$ cat config.mk
export PLATFORM = sky130hd
export DESIGN_NAME = div_unit
export DESIGN_NICKNAME = d
export VERILOG_FILES = /design/src/hdl/div_pkg.sv /design/src/hdl/div_unit.sv /design/src/hdl/div_ctrl.sv /design/src/hdl/div_result_fix.sv /design/src/hdl/div_core.sv /design/src/hdl/div_operand_prep.sv
export SDC_FILE = /design/constraint.sdc
export NUM_CORES = 2
export LEC_CHECK = 0
export BUFFER_PORTS_ARGS = -buffer_cell sky130_fd_sc_hd__buf_2
export CORE_ASPECT_RATIO = 0.8
export CORE_MARGIN = 3
export CORE_UTILIZATION = 51
export CTS_BUF_LIST = sky130_fd_sc_hd__clkbuf_8
export DETAILED_ROUTE_END_ITERATION = 8
export GPL_ROUTABILITY_DRIVEN = 0
export HOLD_SLACK_MARGIN = 0.05
export PLACE_DENSITY = 0.67
export SLEW_MARGIN = 20
export SYNTH_ARGS = -nofsm -noshare
export SYNTH_HDL_FRONTEND = slang
export SYNTH_HIERARCHICAL = 1
export SYNTH_SLANG_ARGS = --single-unit
$ cat constraint.sdc
create_clock -name clk -period 30.9 [get_ports clk]
set_input_delay 3.09 -clock clk [delete_from_list [all_inputs] [get_ports clk]]
set_output_delay 3.09 -clock clk [all_outputs]
set_load 0.01 [all_outputs]
$ cat src/hdl/div_pkg.sv
//////////////////////////////////////////////////////////////////////
// Shared widths and operation codes for the 32-bit divide unit.
// Bit 1 of the operation code selects the remainder, bit 0 unsigned.
//////////////////////////////////////////////////////////////////////

package div_pkg;

    // Operand and result width
    localparam int data_w = 32;

    // Width of a shift amount inside the divider core
    localparam int shift_w = 5;

    // Most negative signed operand, used for the overflow case
    localparam logic [data_w-1:0] min_neg = {1'b1, {(data_w-1){1'b0}}};

    // Operation code as seen on the outside op port
    typedef enum logic [1:0] {
        op_div  = 2'd0,
        op_divu = 2'd1,
        op_rem  = 2'd2,
        op_remu = 2'd3
    } div_op_t;

endpackage
$ cat src/hdl/div_unit.sv
//////////////////////////////////////////////////////////////////////
// 32-bit divide unit, one division in flight at a time.
// Operands must stay stable from req high until ack is seen.
//////////////////////////////////////////////////////////////////////
`timescale 1ns/100ps

module div_unit (
    input  logic                       clk,
    input  logic                       rst_n,
    input  logic                       req,
    input  div_pkg::div_op_t           op,
    input  logic [div_pkg::data_w-1:0] dividend,
    input  logic [div_pkg::data_w-1:0] divisor,
    output logic                       ack,
    output logic [div_pkg::data_w-1:0] result
);
    import div_pkg::*;

    logic              load;
    logic              start;
    logic              take_core;
    logic              take_special;
    logic              done;
    logic              special;
    logic              neg_q;
    logic              neg_r;
    logic              rem_sel;
    logic [data_w-1:0] mag_a;
    logic [data_w-1:0] mag_b;
    logic [data_w-1:0] special_result;
    logic [data_w-1:0] quotient;
    logic [data_w-1:0] remainder;

    div_ctrl i_div_ctrl (
        .clk          (clk),
        .rst_n        (rst_n),
        .req          (req),
        .special      (special),
        .done         (done),
        .ack          (ack),
        .load         (load),
        .start        (start),
        .take_core    (take_core),
        .take_special (take_special)
    );

    div_operand_prep i_div_operand_prep (
        .clk            (clk),
        .rst_n          (rst_n),
        .load           (load),
        .op             (op),
        .dividend       (dividend),
        .divisor        (divisor),
        .mag_a          (mag_a),
        .mag_b          (mag_b),
        .neg_q          (neg_q),
        .neg_r          (neg_r),
        .rem_sel        (rem_sel),
        .special        (special),
        .special_result (special_result)
    );

    div_core i_div_core (
        .clk       (clk),
        .rst_n     (rst_n),
        .start     (start),
        .dividend  (mag_a),
        .divisor   (mag_b),
        .done      (done),
        .quotient  (quotient),
        .remainder (remainder)
    );

    div_result_fix i_div_result_fix (
        .clk            (clk),
        .rst_n          (rst_n),
        .take_core      (take_core),
        .take_special   (take_special),
        .quotient       (quotient),
        .remainder      (remainder),
        .neg_q          (neg_q),
        .neg_r          (neg_r),
        .rem_sel        (rem_sel),
        .special_result (special_result),
        .result         (result)
    );

endmodule

$ cat src/hdl/div_ctrl.sv
//////////////////////////////////////////////////////////////////////
// Four-phase req/ack sequencer. All strobes are one-cycle pulses and
// ack stays high for as long as the requester holds req.
//////////////////////////////////////////////////////////////////////
`timescale 1ns/100ps

module div_ctrl (
    input  logic clk,
    input  logic rst_n,
    input  logic req,
    input  logic special,
    input  logic done,
    output logic ack,
    output logic load,
    output logic start,
    output logic take_core,
    output logic take_special
);

    typedef enum logic [2:0] {
        st_idle,
        st_prep,
        st_run,
        st_fix,
        st_hold,
        st_release
    } state_t;

    state_t state;
    state_t state_next;

    always_comb begin
        state_next = state;
        case (state)
            st_idle: begin
                if (req) begin
                    state_next = st_prep;
                end
            end
            st_prep: begin
                state_next = special ? st_fix : st_run;
            end
            st_run: begin
                if (done) begin
                    state_next = st_fix;
                end
            end
            st_fix: begin
                state_next = st_hold;
            end
            st_hold: begin
                if (!req) begin
                    state_next = st_release;
                end
            end
            st_release: begin
                state_next = st_idle;
            end
            default: begin
                state_next = st_idle;
            end
        endcase
    end

    always_ff @(posedge clk) begin
        if (!rst_n) begin
            state <= st_idle;
        end else begin
            state <= state_next;
        end
    end

    assign load         = (state == st_idle) & req;
    assign start        = (state == st_prep) & ~special;
    assign take_special = (state == st_prep) & special;
    assign take_core    = (state == st_run) & done;
    assign ack          = (state == st_hold);

endmodule

$ cat src/hdl/div_result_fix.sv
//////////////////////////////////////////////////////////////////////
// Result register. Sign flags are already clear for unsigned ops.
//////////////////////////////////////////////////////////////////////
`timescale 1ns/100ps

module div_result_fix (
    input  logic                       clk,
    input  logic                       rst_n,
    input  logic                       take_core,
    input  logic                       take_special,
    input  logic [div_pkg::data_w-1:0] quotient,
    input  logic [div_pkg::data_w-1:0] remainder,
    input  logic                       neg_q,
    input  logic                       neg_r,
    input  logic                       rem_sel,
    input  logic [div_pkg::data_w-1:0] special_result,
    output logic [div_pkg::data_w-1:0] result
);
    import div_pkg::*;

    logic [data_w-1:0] q_signed;
    logic [data_w-1:0] r_signed;

    // Quotient truncates toward zero, remainder follows the dividend
    assign q_signed = neg_q ? -quotient : quotient;
    assign r_signed = neg_r ? -remainder : remainder;

    always_ff @(posedge clk) begin
        if (!rst_n) begin
            result <= '0;
        end else if (take_core) begin
            result <= rem_sel ? r_signed : q_signed;
        end else if (take_special) begin
            result <= special_result;
        end
    end

endmodule

$ cat src/hdl/div_core.sv
//////////////////////////////////////////////////////////////////////
// Unsigned divider, one subtraction of the largest fitting shift per
// cycle. The divisor must be nonzero or the core never finishes.
//////////////////////////////////////////////////////////////////////
`timescale 1ns/100ps

module div_core (
    input  logic                       clk,
    input  logic                       rst_n,
    input  logic                       start,
    input  logic [div_pkg::data_w-1:0] dividend,
    input  logic [div_pkg::data_w-1:0] divisor,
    output logic                       done,
    output logic [div_pkg::data_w-1:0] quotient,
    output logic [div_pkg::data_w-1:0] remainder
);
    import div_pkg::*;

    // Working remainder carries one spare bit above the data word
    logic [data_w:0]     work;
    logic [data_w-1:0]   dvsr;
    logic                busy;

    logic [2*data_w-1:0] wide_work;
    logic [data_w-1:0]   fits;
    logic [shift_w-1:0]  idx;
    logic [data_w:0]     sub_val;
    logic [data_w-1:0]   bit_val;

    assign wide_work = {{(data_w-1){1'b0}}, work};

    // Compare in double width so a shifted divisor cannot wrap around
    genvar i;
    generate
        for (i = 0; i < data_w; i++) begin : g_fit
            assign fits[i] = (({{data_w{1'b0}}, dvsr} << i) <= wide_work);
        end
    endgenerate

    // The fit vector is monotone, so the highest set bit is the
    // largest shift that still fits
    always_comb begin
        idx = '0;
        for (int k = 0; k < data_w; k++) begin
            if (fits[k]) begin
                idx = shift_w'(k);
            end
        end
    end

    assign sub_val = {1'b0, dvsr} << idx;
    assign bit_val = {{(data_w-1){1'b0}}, 1'b1} << idx;

    always_ff @(posedge clk) begin
        if (!rst_n) begin
            busy <= 1'b0;
            done <= 1'b0;
        end else begin
            done <= 1'b0;
            if (start) begin
                busy <= 1'b1;
            end else if (busy && !fits[0]) begin
                // Working remainder is below the divisor
                busy <= 1'b0;
                done <= 1'b1;
            end
        end
    end

    always_ff @(posedge clk) begin
        if (start) begin
            work     <= {1'b0, dividend};
            dvsr     <= divisor;
            quotient <= '0;
        end else if (busy) begin
            if (fits[0]) begin
                work     <= work - sub_val;
                quotient <= quotient | bit_val;
            end else begin
                remainder <= work[data_w-1:0];
            end
        end
    end

endmodule

$ cat src/hdl/div_operand_prep.sv
//////////////////////////////////////////////////////////////////////
// Captures operands on load and turns signed ones into magnitudes.
// Zero divisor and signed overflow get their RISC-V result here.
//////////////////////////////////////////////////////////////////////
`timescale 1ns/100ps

module div_operand_prep (
    input  logic                       clk,
    input  logic                       rst_n,
    input  logic                       load,
    input  div_pkg::div_op_t           op,
    input  logic [div_pkg::data_w-1:0] dividend,
    input  logic [div_pkg::data_w-1:0] divisor,
    output logic [div_pkg::data_w-1:0] mag_a,
    output logic [div_pkg::data_w-1:0] mag_b,
    output logic                       neg_q,
    output logic                       neg_r,
    output logic                       rem_sel,
    output logic                       special,
    output logic [div_pkg::data_w-1:0] special_result
);
    import div_pkg::*;

    logic signed_op;
    logic a_neg;
    logic b_neg;
    logic div_zero;
    logic overflow;

    assign signed_op = ~op[0];
    assign a_neg     = signed_op & dividend[data_w-1];
    assign b_neg     = signed_op & divisor[data_w-1];
    assign div_zero  = (divisor == '0);
    assign overflow  = signed_op & (dividend == min_neg) & (divisor == '1);

    always_ff @(posedge clk) begin
        if (!rst_n) begin
            neg_q   <= 1'b0;
            neg_r   <= 1'b0;
            rem_sel <= 1'b0;
            special <= 1'b0;
        end else if (load) begin
            neg_q   <= a_neg ^ b_neg;
            neg_r   <= a_neg;
            rem_sel <= op[1];
            special <= div_zero | overflow;
        end
    end

    // Negating the most negative value leaves 2^31, which is its magnitude
    always_ff @(posedge clk) begin
        if (load) begin
            mag_a <= a_neg ? -dividend : dividend;
            mag_b <= b_neg ? -divisor : divisor;
            if (div_zero) begin
                special_result <= op[1] ? dividend : '1;
            end else if (overflow) begin
                special_result <= op[1] ? '0 : dividend;
            end else begin
                special_result <= '0;
            end
        end
    end

endmodule

==> results by group <==
Clock network
  – Clock root buffer master: sky130_fd_sc_hd__clkbuf_8
  – Hold Buf Count CTS: 0
  – TritonCTS clock tree: done
  – Clock-pin slew on the worst setup and hold paths: 0.06 ns
  – CTS sink count: 266
  – Clock buffers created by TritonCTS: 42
  – Htree depth: 2
  – Setup Buffers After CTS: 0
  – Quantity of gates resized following cts: 0
  – Maximum buffer depth of the clock tree: 3
  – Worst skew pair latency: 0.58 ns

Setup path
  – Worst endpoint required time: 31.35 ns
  – Startpoint types: flop
  – Critical path class: reg2reg
  – Maximum fanout along the worst path: 31
  – Largest incremental delay on the critical path: 0.69 ns
  – Family of cells with the greatest summed delay on the critical path: compound AO/OA/AOI/OAI gates
  – Worst EP arrival: 10.25 ns
  – CP most frequent cell: sky130_fd_sc_hd__o21ai_0
  – Crit end category: flop
  – CP bufs+invs: 3
  – Slowest stage cell, crit path: sky130_fd_sc_hd__o311ai_0

Power
  – Power, Total: 2.734 mW
  – Leakage dissipation: 13.62 nW
  – Total power divided by cell area: 87.47 nW/um^2
  – Worst voltage drop across the vdd grid: 0.00004982 V

Global routing
  – Vias in the first global route: 27260
  – Maximum number of pins on one net before global-route repair: 71
  – Residual overflow from global routing: 0
  – GRT Resource Usage Total: 34.01%
  – Antenna violations before repair: 3
  – Global-route wire length before repair: 158400 um

Synthesis
  – Number of distinct library cell variants in the gate-level netlist after synthesis: 103
  – Fraction of registers with async set or reset after synthesis: 0%
  – Synth Area per Inst: 9.150 sq um
  – Number of synthesized register bits: 266
  – Number of enable-type register cells in the synthesized netlist: 192
  – Nets in the synthesized netlist: 3823
  – Warnings from Yosys: 6
  – Primary FF master, synth: sky130_fd_sc_hd__edfxtp_1
  – Summed instance area of the synthesized netlist: 28890 sq um
  – Part of the Yosys area used for sequential elements: 25.09%
  – Mapped Cells: 3157

Floorplanning
  – Area inside the core boundary: 55590 sq um
  – Chip width: 272.1 um
  – Initial Utilization: 51.96%
  – Die area: 59550 sq um
  – Number of top-level design ports: 102
  – Placement Rows: 77
  – DIE HEIGHT: 218.9 um

Routing
  – Total length of routed wires: 104700 um
  – Number of design rule violations left after detail routing: 0
  – Total number of vias: 27930
  – Drt pass-1 iters: 6
  – Detailed-route vias per instance: 6.885
  – Antenna Nets Post-Route: 0
  – Number of DRC markers after the initial detailed-route iteration: 3292
  – Routed length per instance: 25.81 um

Cells and area
  – Post-route non-filler standard cell count: 4057
  – Final core area utilization: 56.23%
  – Leading cell type in the layout, fill and taps excluded: sky130_fd_sc_hd__ha_1
  – Relative area change from synthesis to final layout: 8.217%
  – Area taken by flip-flops and latches: 7248 sq um
  – Total area of multi-input combinational cells: 21030 sq um
  – Filler instances: 4941
  – Post-layout net count: 3940
  – Area of all placed cells without fillers: 31260 sq um
  – Share of cells above drive strength 1: 9.256%
  – Highest-count cells in the layout ignoring fill and taps: sky130_fd_sc_hd__ha_1 (596), sky130_fd_sc_hd__a21oi_1 (266), sky130_fd_sc_hd__nand2_1 (228)

Timing
  – Fin worst setup slack: 21.10 ns
  – Max transition margin: 24.99%
  – Tightest Pin Transition: 1.115 ns
  – Slew Limit Fails: 0
  – Worst slack on hold paths: 0.4163 ns
  – Part of the cycle the worst path needs: 31.71%
  – Maximum clock rate: 102.1 MHz
  – RSZ-0062 raised after global routing: false
  – Final number of hold-violating endpoints: 0
  – Setup tns final: 0 ns
  – Final setup fails: 0
  – Final critical-path required period: 9.797 ns
  – Worst Clk Skew: 0.03152 ns

Placed design
  – Worst slack, placed: 21.56 ns
  – Count of buffers inserted at the top-level ports: 101
  – Placed instance area: 30410 sq um
  – # placed instances: 3980
  – HPWL reported at the end of detailed placement: 74620 um

Job
  – Max_cap viols: 0

Min path
  – Type of the worst min-delay path: reg2reg

Status
  – Status: complete, no violations
[Yosys cell counts, types with 8 or more instances]
cell	n	area share, %
sky130_fd_sc_hd__o21a_1	67	1.7
sky130_fd_sc_hd__xor2_1	58	1.8
sky130_fd_sc_hd__clkbuf_1	56	0.73
sky130_fd_sc_hd__buf_1	9	0.12
sky130_fd_sc_hd__a221oi_1	17	0.52
sky130_fd_sc_hd__mux2i_1	78	2.7
sky130_fd_sc_hd__and4_1	19	0.58
sky130_fd_sc_hd__or3_1	31	0.67
sky130_fd_sc_hd__nor4_1	61	1.3
sky130_fd_sc_hd__dfxtp_1	74	5.1
sky130_fd_sc_hd__nand4b_1	8	0.24
sky130_fd_sc_hd__ha_1	596	26
sky130_fd_sc_hd__a21oi_1	266	4.6
sky130_fd_sc_hd__a21o_1	98	2.5
sky130_fd_sc_hd__a211oi_1	37	0.96
sky130_fd_sc_hd__o41ai_1	18	0.55
sky130_fd_sc_hd__or2_2	19	0.41
sky130_fd_sc_hd__nand4_1	98	2.1
sky130_fd_sc_hd__xnor2_1	79	2.4
sky130_fd_sc_hd__nor2_1	159	2.1
sky130_fd_sc_hd__nand2_1	228	3.0
sky130_fd_sc_hd__a22oi_1	10	0.26
sky130_fd_sc_hd__o21ai_0	183	3.2
sky130_fd_sc_hd__o31ai_1	38	0.99
sky130_fd_sc_hd__a31oi_1	40	0.87
sky130_fd_sc_hd__nand3_1	71	1.2
sky130_fd_sc_hd__nor3_1	79	1.4
sky130_fd_sc_hd__and2_1	18	0.39
sky130_fd_sc_hd__edfxtp_1	192	20
sky130_fd_sc_hd__mux2_2	28	1.1
sky130_fd_sc_hd__a2111oi_0	9	0.27
sky130_fd_sc_hd__o221ai_1	11	0.33
sky130_fd_sc_hd__and3_1	25	0.54
sky130_fd_sc_hd__nand2b_1	31	0.67
sky130_fd_sc_hd__nor2b_1	46	1.0
sky130_fd_sc_hd__inv_1	80	1.0
sky130_fd_sc_hd__o211ai_1	17	0.44
sky130_fd_sc_hd__or4_1	32	0.83
sky130_fd_sc_hd__buf_2	10	0.17
sky130_fd_sc_hd__a21boi_0	10	0.26
[kinds of logic (layout without fill, tap and decap cells)]
logic type / count (synthesis) / count (layout) / share of synthesized area [%]
AOI/OAI and AO/OA: 913 / 913 / 20.51
xor gates and xnor gates: 137 / 137 / 4.154
adders and majority gates: 597 / 597 / 25.89
buffers and inverters: 162 / 311 / 2.322
DFF: 266 / 266 / 25.09
muxes: 110 / 110 / 4.037
other: 0 / 1 / 0
and+or+nand+nor: 972 / 972 / 18.00
[final cells by class]
| cell class | count | area share, % |
|---|---|---|
| Antenna cell | 1 | 0.008005 |
| Multi-Input combinational cell | 2729 | 67.29 |
| Tap cell | 750 | 3.002 |
| Timing Repair Buffer | 154 | 2.890 |
| Inverter | 81 | 0.9727 |
| Sequential cell | 266 | 23.19 |
| Clock inverter | 30 | 0.6244 |
| Clock buffer | 46 | 2.025 |
[final timing paths]
| check | from | to | slack (ns) | cells after the start |
|---|---|---|---|---|
| max | i_div_core/work[29]$_DFFE_PP_ | i_div_core/work[32]$_SDFFE_PP0P_ | 21.10 | 32 |
| min | i_div_operand_prep/mag_b[29]$_DFFE_PP_ | i_div_core/dvsr[29]$_DFFE_PP_ | 0.42 | 0 |
| max reg2reg | i_div_core/work[29]$_DFFE_PP_ | i_div_core/work[32]$_SDFFE_PP0P_ | 21.10 | 32 |
| min reg2reg | i_div_operand_prep/mag_b[29]$_DFFE_PP_ | i_div_core/dvsr[29]$_DFFE_PP_ | 0.42 | 0 |
[power breakdown]
part,switching [mW],internal (mW)
clock,0.143,0.155
combinational,1.16,0.718
sequential,0.0807,0.478
[flip-flops by register name, indices dropped and copies added (netlist names)]
| register | flops |
|---|---|
| i_div_operand_prep/rem_sel | 1 |
| i_div_result_fix/result | 32 |
| i_div_operand_prep/mag_b | 32 |
| i_div_operand_prep/special | 1 |
| i_div_core/done | 1 |
| i_div_operand_prep/mag_a | 32 |
| i_div_core/remainder | 32 |
| i_div_core/dvsr | 32 |
| i_div_operand_prep/special_result | 32 |
| i_div_core/busy | 1 |
| i_div_core/quotient | 32 |
| i_div_operand_prep/neg_q | 1 |
| i_div_operand_prep/neg_r | 1 |
| i_div_core/work | 33 |
| i_div_ctrl/state | 3 |
[layer usage]
metal / GRT usage, % / wire length [um]
met1: 47.40 / 44240
met2: 50.84 / 43470
met3: 9.827 / 13730
met4: 10.46 / 3258
met5: 0 / 29
No activity file was read; power rests on OpenSTA's default activity.
